[config.mk]
export PLATFORM = sky130hd
export DESIGN_NAME = whack_top
export DESIGN_NICKNAME = d
export VERILOG_FILES = /design/src/hw/mole_pkg.sv /design/src/hw/tick_gen.sv /design/src/hw/key_scanner.sv /design/src/hw/game_control.sv /design/src/hw/matrix_scanner.sv /design/src/hw/two_digit_display.sv /design/src/hw/whack_top.sv
export SDC_FILE = /design/constraint.sdc
export NUM_CORES = 1
export LEC_CHECK = 0
export BUFFER_PORTS_ARGS = -buffer_cell sky130_fd_sc_hd__buf_2
export CAP_MARGIN = 20
export CELL_PAD_IN_SITES_DETAIL_PLACEMENT = 1
export CELL_PAD_IN_SITES_GLOBAL_PLACEMENT = 2
export CORE_MARGIN = 1
export CORE_UTILIZATION = 42
export CTS_CLUSTER_DIAMETER = 50
export CTS_CLUSTER_SIZE = 12
export DETAILED_ROUTE_END_ITERATION = 16
export GPL_ROUTABILITY_DRIVEN = 0
export PLACE_DENSITY_LB_ADDON = 0.1
export REMOVE_ABC_BUFFERS = 1
export SYNTH_ARGS = -nofsm -noshare
export SYNTH_HDL_FRONTEND = slang
export SYNTH_HIERARCHICAL = 1
export SYNTH_SLANG_ARGS = --single-unit
[constraint.sdc]
create_clock -name clk -period 10.1 [get_ports clk]
set_input_delay 0.505 -clock clk [delete_from_list [all_inputs] [get_ports clk]]
set_output_delay 0.505 -clock clk [all_outputs]
set_load 0.02 [all_outputs]
[src/hw/mole_pkg.sv]
package mole_pkg;

	// Keypad geometry and key or target codes.
	localparam int KEY_LINES = 4;
	typedef logic [3:0] key_code_t;

	// Dot matrix geometry. A target lights a square block of this edge.
	localparam int MATRIX_SIZE = 8;
	localparam int BLOCK_SIZE = 2;

	// Seven-segment patterns are active low with segment g in bit 6.
	typedef logic [6:0] seg_t;

	localparam seg_t SEG_DIGITS [0:9] = '{
		7'b1000000,
		7'b1111001,
		7'b0100100,
		7'b0110000,
		7'b0011001,
		7'b0010010,
		7'b0000010,
		7'b1111000,
		7'b0000000,
		7'b0010000
	};

	localparam int SCORE_W = 7;
	typedef logic [SCORE_W-1:0] score_t;
	localparam score_t SCORE_MAX = 7'd99;

	localparam int TIME_W = 5;
	typedef logic [TIME_W-1:0] time_t;

	localparam key_code_t START_TARGET = 4'd0;

	// An all-zero LFSR would lock up, so the seed must be nonzero.
	localparam logic [7:0] LFSR_SEED = 8'hA5;

endpackage

[src/hw/tick_gen.sv]
`timescale 1ns/1ns

module tick_gen #(
	parameter int DIVIDE = 4
) (
	input  logic clk,
	input  logic rst,
	output logic tick
);

	localparam int CNT_W = (DIVIDE > 1) ? $clog2(DIVIDE) : 1;

	logic [CNT_W-1:0] count;

	// The tick is registered, so it follows the wrap of the counter by one clock.
	always_ff @(posedge clk or negedge rst)
	begin
		if (!rst)
		begin
			count <= '0;
			tick <= 1'b0;
		end
		else
		begin
			if (count == CNT_W'(DIVIDE - 1))
				count <= '0;
			else
				count <= count + 1'b1;
			tick <= (count == CNT_W'(DIVIDE - 1));
		end
	end

endmodule

[src/hw/key_scanner.sv]
`timescale 1ns/1ns

module key_scanner
	import mole_pkg::*;
(
	input  logic                 clk,
	input  logic                 rst,
	input  logic                 scan_tick,
	input  logic [KEY_LINES-1:0] keycol,
	output logic [KEY_LINES-1:0] keyrow,
	output logic                 key_valid,
	output key_code_t            key_code
);

	localparam int IDX_W = $clog2(KEY_LINES);

	logic [IDX_W-1:0] row_idx;
	logic [IDX_W:0]   low_count;
	logic [IDX_W-1:0] low_col;

	// Only the row under test is pulled low.
	assign keyrow = ~(KEY_LINES'(1) << row_idx);

	// Count the low columns and remember which one it was.
	always_comb
	begin
		low_count = '0;
		low_col = '0;
		for (int c = 0; c < KEY_LINES; c++)
		begin
			if (!keycol[c])
			begin
				low_count = low_count + 1'b1;
				low_col = IDX_W'(c);
			end
		end
	end

	always_ff @(posedge clk or negedge rst)
	begin
		if (!rst)
		begin
			row_idx <= '0;
			key_valid <= 1'b0;
		end
		else
		begin
			key_valid <= scan_tick && (low_count == 1);
			if (scan_tick)
				row_idx <= row_idx + 1'b1;
		end
	end

	// Two keys in one row at once are ambiguous and get no pulse.
	always_ff @(posedge clk)
	begin
		if (scan_tick)
			key_code <= {row_idx, low_col};
	end

endmodule

[src/hw/game_control.sv]
`timescale 1ns/1ns

module game_control
	import mole_pkg::*;
#(
	parameter int GAME_SECONDS = 30
) (
	input  logic      clk,
	input  logic      rst,
	input  logic      second_tick,
	input  logic      key_valid,
	input  key_code_t key_code,
	output key_code_t target,
	output logic      running,
	output time_t     time_left,
	output score_t    score
);

	logic [7:0] lfsr;
	logic       hit;
	key_code_t  next_target;

	// The taps follow the maximal length polynomial x^8 + x^6 + x^5 + x^4 + 1.
	always_ff @(posedge clk or negedge rst)
	begin
		if (!rst)
			lfsr <= LFSR_SEED;
		else
			lfsr <= {lfsr[6:0], lfsr[7] ^ lfsr[5] ^ lfsr[4] ^ lfsr[3]};
	end

	assign running = (time_left != '0);

	assign hit = key_valid && running && (key_code == target);

	// The mole must visibly move, so a repeat is bumped to the next code.
	always_comb
	begin
		if (lfsr[3:0] == target)
			next_target = target + 1'b1;
		else
			next_target = lfsr[3:0];
	end

	always_ff @(posedge clk or negedge rst)
	begin
		if (!rst)
		begin
			target <= START_TARGET;
			score <= '0;
		end
		else if (hit)
		begin
			target <= next_target;
			if (score != SCORE_MAX)
				score <= score + 1'b1;
		end
	end

	// The countdown stops at zero, which also ends the game.
	always_ff @(posedge clk or negedge rst)
	begin
		if (!rst)
			time_left <= TIME_W'(GAME_SECONDS);
		else if (second_tick && running)
			time_left <= time_left - 1'b1;
	end

endmodule

[src/hw/matrix_scanner.sv]
`timescale 1ns/1ns

module matrix_scanner
	import mole_pkg::*;
(
	input  logic                   clk,
	input  logic                   rst,
	input  logic                   frame_tick,
	input  key_code_t              target,
	input  logic                   running,
	output logic [MATRIX_SIZE-1:0] dot_row,
	output logic [MATRIX_SIZE-1:0] dot_col
);

	localparam int ROW_W = $clog2(MATRIX_SIZE);

	logic [ROW_W-1:0]       row_cnt;
	logic                   in_block;
	logic [MATRIX_SIZE-1:0] block_cols;

	// Target rows come from the upper code bits, columns from the lower ones.
	assign in_block = (int'(row_cnt) / BLOCK_SIZE) == int'(target[3:2]);
	assign block_cols = {{(MATRIX_SIZE - BLOCK_SIZE){1'b0}}, {BLOCK_SIZE{1'b1}}}
		<< (int'(target[1:0]) * BLOCK_SIZE);

	always_ff @(posedge clk or negedge rst)
	begin
		if (!rst)
		begin
			row_cnt <= '0;
			dot_row <= '1;
			dot_col <= '0;
		end
		else if (frame_tick)
		begin
			if (running)
			begin
				row_cnt <= row_cnt + 1'b1;
				dot_row <= ~(MATRIX_SIZE'(1) << row_cnt);
				dot_col <= in_block ? block_cols : '0;
			end
			else
			begin
				dot_row <= '1;
				dot_col <= '0;
			end
		end
	end

endmodule

[src/hw/two_digit_display.sv]
`timescale 1ns/1ns

module two_digit_display
	import mole_pkg::*;
#(
	parameter type value_t = logic [6:0]
) (
	input  value_t value,
	output seg_t   tens,
	output seg_t   ones
);

	int v;
	int tens_digit;
	int ones_digit;

	// Values of 100 or more wrap in the tens digit rather than index out of range.
	always_comb
	begin
		v = int'(value);
		tens_digit = (v / 10) % 10;
		ones_digit = v % 10;
		tens = SEG_DIGITS[tens_digit];
		ones = SEG_DIGITS[ones_digit];
	end

endmodule

[src/hw/whack_top.sv]
`timescale 1ns/1ns

module whack_top
	import mole_pkg::*;
#(
	parameter int SCAN_DIV = 50000,
	parameter int FRAME_DIV = 5000,
	parameter int SECOND_DIV = 50000000,
	parameter int GAME_SECONDS = 30
) (
	input  logic                   clk,
	input  logic                   rst,
	input  logic [KEY_LINES-1:0]   keycol,
	output logic [KEY_LINES-1:0]   keyrow,
	output logic [MATRIX_SIZE-1:0] dot_row,
	output logic [MATRIX_SIZE-1:0] dot_col,
	output seg_t                   t_out1,
	output seg_t                   t_out0,
	output seg_t                   dp1,
	output seg_t                   dp2
);

	logic      scan_tick;
	logic      frame_tick;
	logic      second_tick;
	logic      key_valid;
	key_code_t key_code;
	key_code_t target;
	logic      running;
	time_t     time_left;
	score_t    score;

	tick_gen #(.DIVIDE(SCAN_DIV)) u_scan_tick (
		.clk  (clk),
		.rst  (rst),
		.tick (scan_tick)
	);

	tick_gen #(.DIVIDE(FRAME_DIV)) u_frame_tick (
		.clk  (clk),
		.rst  (rst),
		.tick (frame_tick)
	);

	tick_gen #(.DIVIDE(SECOND_DIV)) u_second_tick (
		.clk  (clk),
		.rst  (rst),
		.tick (second_tick)
	);

	key_scanner u_keys (
		.clk       (clk),
		.rst       (rst),
		.scan_tick (scan_tick),
		.keycol    (keycol),
		.keyrow    (keyrow),
		.key_valid (key_valid),
		.key_code  (key_code)
	);

	game_control #(.GAME_SECONDS(GAME_SECONDS)) u_game (
		.clk         (clk),
		.rst         (rst),
		.second_tick (second_tick),
		.key_valid   (key_valid),
		.key_code    (key_code),
		.target      (target),
		.running     (running),
		.time_left   (time_left),
		.score       (score)
	);

	matrix_scanner u_matrix (
		.clk        (clk),
		.rst        (rst),
		.frame_tick (frame_tick),
		.target     (target),
		.running    (running),
		.dot_row    (dot_row),
		.dot_col    (dot_col)
	);

	// Time on one digit pair, score on the other.
	two_digit_display #(.value_t(time_t)) u_time_disp (
		.value (time_left),
		.tens  (t_out1),
		.ones  (t_out0)
	);

	two_digit_display #(.value_t(score_t)) u_score_disp (
		.value (score),
		.tens  (dp1),
		.ones  (dp2)
	);

endmodule

==> results of run 1 <==
-- registers in the layout, indices dropped and copies added, names as in the netlist, 2 cells and up --
signal,cells
u_frame_tick/count,13
u_game/lfsr,8
u_game/score,7
u_game/target,4
u_game/time_left,5
u_keys/key_code,4
u_keys/row_idx,2
u_matrix/dot_col,4
u_matrix/dot_row,8
u_matrix/row_cnt,3
u_scan_tick/count,16
u_second_tick/count,26
-- layout make-up --
cell class | instances | area (um^2) | area share
repair buffers | 55 | 293 | 0.0395
clock buffers | 10 | 239 | 0.0322
well taps | 216 | 270 | 0.0365
inverters | 43 | 161 | 0.0218
clock inverters | 6 | 67.6 | 0.00911
multi-input cells | 503 | 3740 | 0.504
flip-flops and latches | 104 | 2640 | 0.356
-- per-stage QoR --
stage                      util  area, um^2  hold WS [ps]  setup slack (ps)
after floorplan               -        6540           209              5540
final                     0.468        7410          82.1              4980
after global placement    0.448        7080           341              5130
after global routing      0.468        7410           112              4650
after detailed placement  0.448        7080           341              4960
after CTS                 0.467        7390          93.8              4570
-- layout by cell type, fill, tap and decap left out, types with 9 or more instances in the layout --
| cell type | count |
|---|---|
| dfrtp_1 | 84 |
| nor2_1 | 52 |
| buf_2 | 51 |
| nand2_1 | 42 |
| inv_1 | 42 |
| ha_1 | 37 |
| xor2_1 | 31 |
| a21oi_1 | 30 |
| xnor2_1 | 30 |
| nand3_1 | 29 |
| nor3_1 | 22 |
| o21ai_0 | 22 |
| dfstp_2 | 16 |
| nand4_1 | 15 |
| mux2i_1 | 12 |
| or3_1 | 10 |
| clkbuf_16 | 9 |
-- power by group --
| group | internal [mW] | total [mW] | switching [mW] |
|---|---|---|---|
| Sequential | 0.419 | 0.419 | 0 |
| Combinational | 0.00404 | 0.0160 | 0.0120 |
| Clock | 0.200 | 0.357 | 0.157 |
| Total | 0.623 | 0.792 | 0.169 |
-- worst register-to-register path: stages (launching register included) --
cell and delay, ps:
dfstp_2 650, inv_1 90, ha_1 180, or4b_4 300, nand4_2 300, nor3_1 410, mux2_2 390
-- metal layers --
| metal | global-route usage | vias up | share of wire |
|---|---|---|---|
| met5 | 0 | - | 0 |
| met3 | 0.0206 | 18 | 0.017 |
| met4 | 0.0609 | 0 | 0.017 |
| met1 | 0.249 | 2611 | 0.46 |
| li1 | - | 2510 | - |
| met2 | 0.340 | 43 | 0.50 |
-- kinds of logic (layout without fill, tap and decap cells) --
kind of cell	after synthesis	in the layout
buf+inv	76	114
xor+xnor	63	63
flops	104	104
mux	17	17
other cells	1	1
fa+ha+maj	38	38
simple gates	262	262
compound gates	122	122
-- final timing paths --
path	endpoint	slack (ps)
setup / recovery	dp2[6]	4980
hold / removal	u_game/score[3]	80
setup reg to reg	u_game/score[1]	7680
hold reg to reg	u_game/lfsr[7]	360
max in group asynchronous	u_second_tick/count[9]	8780
min in group clk	u_game/lfsr[7]	360
==> results.md, run 1 <==
* Outcome: completed
* Largest family of logic cells by synthesized area: simple AND/OR/NAND/NOR gates
* Max Slew Vio Count at 0
* Crit-path max FO at 13
* Seq/Total Area, Yosys at 0.390
* Post-synth top area cell: dfrtp_1
* Least-Margin Pin Slew at 955 ps
* Die height at 129 um
* CP arrival at 4620 ps
* Cells after Synth at 683
* Initial antenna violation count at 0
* Max-Cap Viols at 0
* Synth Register Bits at 104
* Synth Area in Compound Gates at 0.139
* Syn Area/Cell at 9.92 um^2
* Drt drc at 0
* Width of the die at 129 um
* Post-CTS Resized at 0
* Clock H-tree levels at 3
* Slew headroom at 0.363
* Vias in the first global route at 5318
* Num ports at 54
* Reg2reg path depth at 6
* Routed WL at 15100 um
* VDD IR-drop max at 0.0888 mV
* Yosys top cell area share at 0.310
* Mux contribution to synthesized area at 0.0266
* PnR Total Power at 0.792 mW
* DR vias at 5182
* Post-DP HPWL at 10900 um
* Antenna Nets Post-Route at 0
* Buf/Inv on CP at 3
* Worst-Skew Late Latency at 350 ps
* Row cnt at 46
* Worst path top cell family by delay: compound AO/OA/AOI/OAI gates
* Port bufs at 52
* Largest net degree at the start of global routing at 69
* CTS tree: built
* Initial core utilization at 0.428
* Final hold violations at 0
* Synth Cell Area at 6780 um^2
* DRT Pass-1 Iters at 4
* Final nets at 759
* RSZ-0062 raised after global routing: no
* Synth Warn # at 6
* CP max-delay cell: dfrtp_1
* Wire length per cell at 16.1 um
* Placed Cells incl. Taps at 919
* Hold buffer count at CTS at 0
* Most frequent cell on the critical path: ha_1
* Hold/Removal Path Class: in2async
* Power Density at 107 nW/um^2
* Period utilization at 0.507
* Number of buffers created by CTS at 9
* Max frequency at 195 MHz
* CP startpoint: u_game/score[5]
* TNS Setup at 0 ps
* Worst Skew at 9.31 ps
* Synth area leaders: dfrtp_1 (31%), ha_1 (6.8%), dfstp_2 (6.2%), xor2_1 (4.0%), xnor2_1 (3.9%)
* Crit start category: register
* Total gr overflow at 0
* Root buffer cell: clkbuf_16
* CP Class: reg2out
* CP Capture Type: output pin
* Layout cells sized above 1 at 0.182
* Synth Area in XOR/XNOR at 0.0836
* Crit path depth at 16
* Fill cells at 1778
* Clock slew at reported path FFs at 70 ps
* Req. time, crit path at 9600 ps
* Clk sinks at 104
* FF-to-FF Start: u_game/time_left[1]
* Synth Area in Adders at 0.0700
* Area growth, synth to finish at 9.40%
* Distinct cells, synth at 96
* Count leader, synth: dfrtp_1
* Critical path's largest stage delay at 520 ps
* Post-CTS Setup Bufs at 0
* Placeable Area at 15800 um^2
* Post-synth EDFFs at 4
* First-pass GRT wire length at 26000 um
* Layout Cells excl Fill at 937
* Die area at 16600 um^2
* Prevailing post-synth register cell: dfrtp_1
* Final setup viols at 0
* Tmin final at 5120 ps
* All-layer global routing usage at 0.193
* Via density per instance at 5.53
* DRT iter0 DRCs at 165
* CP cell instances: nor2_1 > inv_1 > ha_1 > and4b_1 > o22a_1 > nor3_2 > buf_6 > o21ai_1 > a221oi_4 > xnor2_1 > ha_1 > nand3_1 > o311ai_0 > o41ai_1 > o22ai_1 > buf_2
* CTS Buffer Depth at 2
* Synth Area in Simple Gates at 0.232
* Leakage at 3.34 nW
* Proportion of synthesized flip-flops having asynchronous set or reset at 0.962
* Commonest cells post-synth: dfrtp_1 (84), nor2_1 (52), inv_1 (42), nand2_1 (42), ha_1 (37)
* Diode count at 0
(Power assumes the default switching activity.)
==> inputs of run 2 (changes only) <==
--- a/config.mk
+++ b/config.mk
@@ -10,7 +10,7 @@
 export CELL_PAD_IN_SITES_DETAIL_PLACEMENT = 1
 export CELL_PAD_IN_SITES_GLOBAL_PLACEMENT = 2
 export CORE_MARGIN = 1
-export CORE_UTILIZATION = 42
+export CORE_UTILIZATION = 39
 export CTS_CLUSTER_DIAMETER = 50
 export CTS_CLUSTER_SIZE = 12
 export DETAILED_ROUTE_END_ITERATION = 16
==> constraint.sdc (replaced) <==
create_clock -name clk -period 5.3 [get_ports clk]
set_input_delay 0.265 -clock clk [delete_from_list [all_inputs] [get_ports clk]]
set_output_delay 0.265 -clock clk [all_outputs]
set_load 0.02 [all_outputs]
==> results.md, run 2 (synthesized netlist as in run 1, its figures left out) <==
* Outcome: completed
* Fin util at 0.445 (-0.0234)
* Total gr overflow at 0 (unchanged)
* CP arrival at 4580 ps (-40 ps)
* Root buffer cell: clkbuf_16
* Layout Cells excl Fill at 944 (+0.75%)
* Die height at 134 um (+3.7%)
* Power Density at 206 nW/um^2 (+93%)
* CTS Buffer Depth at 2 (unchanged)
* DRT Pass-1 Iters at 4 (unchanged)
* FF-to-FF Start: u_game/time_left[1]
* CP Class: reg2out
* Worst Skew at 7.29 ps (-2.02 ps)
* Die area at 17900 um^2 (+7.6%)
* All-layer global routing usage at 0.179 (-0.0144)
* Post-DP HPWL at 11000 um (+0.91%)
* Width of the die at 134 um (+3.7%)
* Antenna Nets Post-Route at 0 (unchanged)
* Number of flip-flops in the largest register at 26 (unchanged)
* Buf/Inv on CP at 2 (-1)
* Layout cells sized above 1 at 0.184 (+0.00201)
* Worst-Skew Late Latency at 340 ps (about the same)
* Worst Hold Launch: keycol[2]
* CTS tree: built
* Crit start category: register
* Largest net degree at the start of global routing at 58 (-16%)
* Final setup viols at 0 (unchanged)
* Final hold violations at 0 (unchanged)
* First-pass GRT wire length at 26300 um (+1.4%)
* Slew headroom at 0.371 (+0.00793)
* Critical path's largest stage delay at 520 ps (about the same)
* Biggest register: u_second_tick/count
* DR vias at 5152 (-0.58%)
* Period utilization at 0.914
* Final worst-path setup slack at 456 ps (-4520 ps)
* Area growth, synth to finish at 10.0%
* Max-Cap Viols at 0 (unchanged)
* Slack of the worst reg-to-reg path at 2890 ps (-4790 ps)
* Clock network fraction of total power at 0.460 (+0.009)
* Most frequent cells in the layout: dfrtp_1 (84), nor2_1 (52), buf_2 (51)
* Num ports at 54 (unchanged)
* Least-Margin Pin Slew at 943 ps (-11.9 ps)
* CP max-delay cell: dfrtp_1
* Gate power share at 0.020 (about the same)
* VDD IR-drop max at 0.164 mV (+84%)
* Drt drc at 0 (unchanged)
* Final nets at 762 (+0.40%)
* Diode count at 0 (unchanged)
* TNS Setup at 0 ps (unchanged)
* CP Capture Type: output pin
* Via density per instance at 5.46 (-1.3%)
* Initial core utilization at 0.404 (-0.0238)
* Worst Hold Depth at 2
* Initial antenna violation count at 0 (unchanged)
* Reg2reg path depth at 6 (unchanged)
* Clock H-tree levels at 3 (unchanged)
* Wire length on met2 at 7540 um (-1.2%)
* Crit-path max FO at 15 (+2)
* Clock slew at reported path FFs at 70 ps (about the same)
* Most frequent cell on the critical path: ha_1
* PnR Total Power at 1.53 mW (+94%)
* Max Slew Vio Count at 0 (unchanged)
* Row cnt at 47 (+2.2%)
* DRT iter0 DRCs at 273 (+65%)
* CP cell instances: nor2_1 > inv_1 > ha_1 > nand2b_1 > and2_1 > o31ai_1 > nand2_1 > a221oi_4 > xnor2_1 > ha_1 > nand3_1 > o311ai_0 > o41ai_1 > o22ai_1 > buf_2
* Leakage at 3.37 nW (+0.78%)
* Int Power at 1.22 mW (+96%)
* Max frequency at 206 MHz
* Tmin final at 4840 ps
* Biggest regs: u_second_tick/count x26, u_scan_tick/count x16, u_frame_tick/count x13
* Sw frac at 0.205 (-0.00893)
* Switching pwr at 0.314 mW (+86%)
* Hold Path End: u_keys/key_code[1]
* Place WS at 811 ps (-4150 ps)
* Port bufs at 52 (unchanged)
* Worst path top cell family by delay: compound AO/OA/AOI/OAI gates
* Wire length per cell at 16.0 um (-1.0%)
* Vias in the first global route at 5302 (-0.30%)
* Seq pwr share at 0.520 (-0.009)
* Req. time, crit path at 5040 ps (-4560 ps)
* Placeable Area at 16800 um^2 (+5.9%)
* Commonest non-fill, non-tap cell in the layout: dfrtp_1
* Top Metal Used: met4
* Wl on met1 at 7150 um (+2.5%)
* RSZ-0062 raised after global routing: no
* Routed WL at 15100 um (-0.30%)
* R2R Path End: u_game/score[1]
* Hold/Removal Path Class: in2reg
* WL met3 at 264 um (+1.9%)
* Placed Cells incl. Taps at 924 (+0.54%)
* Clk sinks at 104 (unchanged)
* Number of buffers created by CTS at 9 (unchanged)
## run 2: worst max-delay path by stage
stage	from	end	slack, ps	cells past startpoint
2_1_floorplan	u_game/score[4]	dp2[6]	980	14
3_3_place_gp	u_game/score[4]	dp2[6]	960	15
3_5_place_dp	u_game/score[4]	dp2[6]	810	15
4_1_cts	u_game/score[4]	dp2[6]	420	15
5_1_grt	u_game/score[4]	dp2[6]	10	15
6_report	u_game/score[4]	dp2[6]	460	15
## run 2: layout make-up
class,instances,area [um^2]
well taps,220,275
fillers,1939,9300
flip-flops and latches,104,2640
inverters,43,161
clock buffers,9,225
multi-input cells,503,3740
repair buffers,58,318
clock inverters,7,95.1
## run 2: metal layers
| layer | up-vias | global-route usage |
|---|---|---|
| li1 | 2522 | - |
| met1 | 2581 | 0.236 |
| met2 | 42 | 0.309 |
| met3 | 7 | 0.0253 |
| met4 | 0 | 0.0391 |
| met5 | - | 0 |
## run 2: metrics by stage
step	cell area (um^2)	hold WS, ps
floorplan	6540	-30.6
global placement	7100	292
detailed placement	7100	300
global route	7460	224
CTS	7430	214
finish	7460	230
## run 2: what timing repair did
action                                 in CTS  in global routing
buffers inserted                            0                  2
setup endpoints to repair                   0                  1
endpoints found under the hold margin      31                  0
resized for setup                           0                  0
hold buffers                                1                  0
## run 2: power by group through the flow
stage	combinational [mW]	sequential (mW)	clock, mW
after floorplan	0.00992	0.813	0
after global placement	0.0303	0.813	0
after detailed placement	0.0315	0.813	0
after CTS	0.0322	0.798	0.733
after global routing	0.0359	0.797	0.761
final	0.0303	0.798	0.706
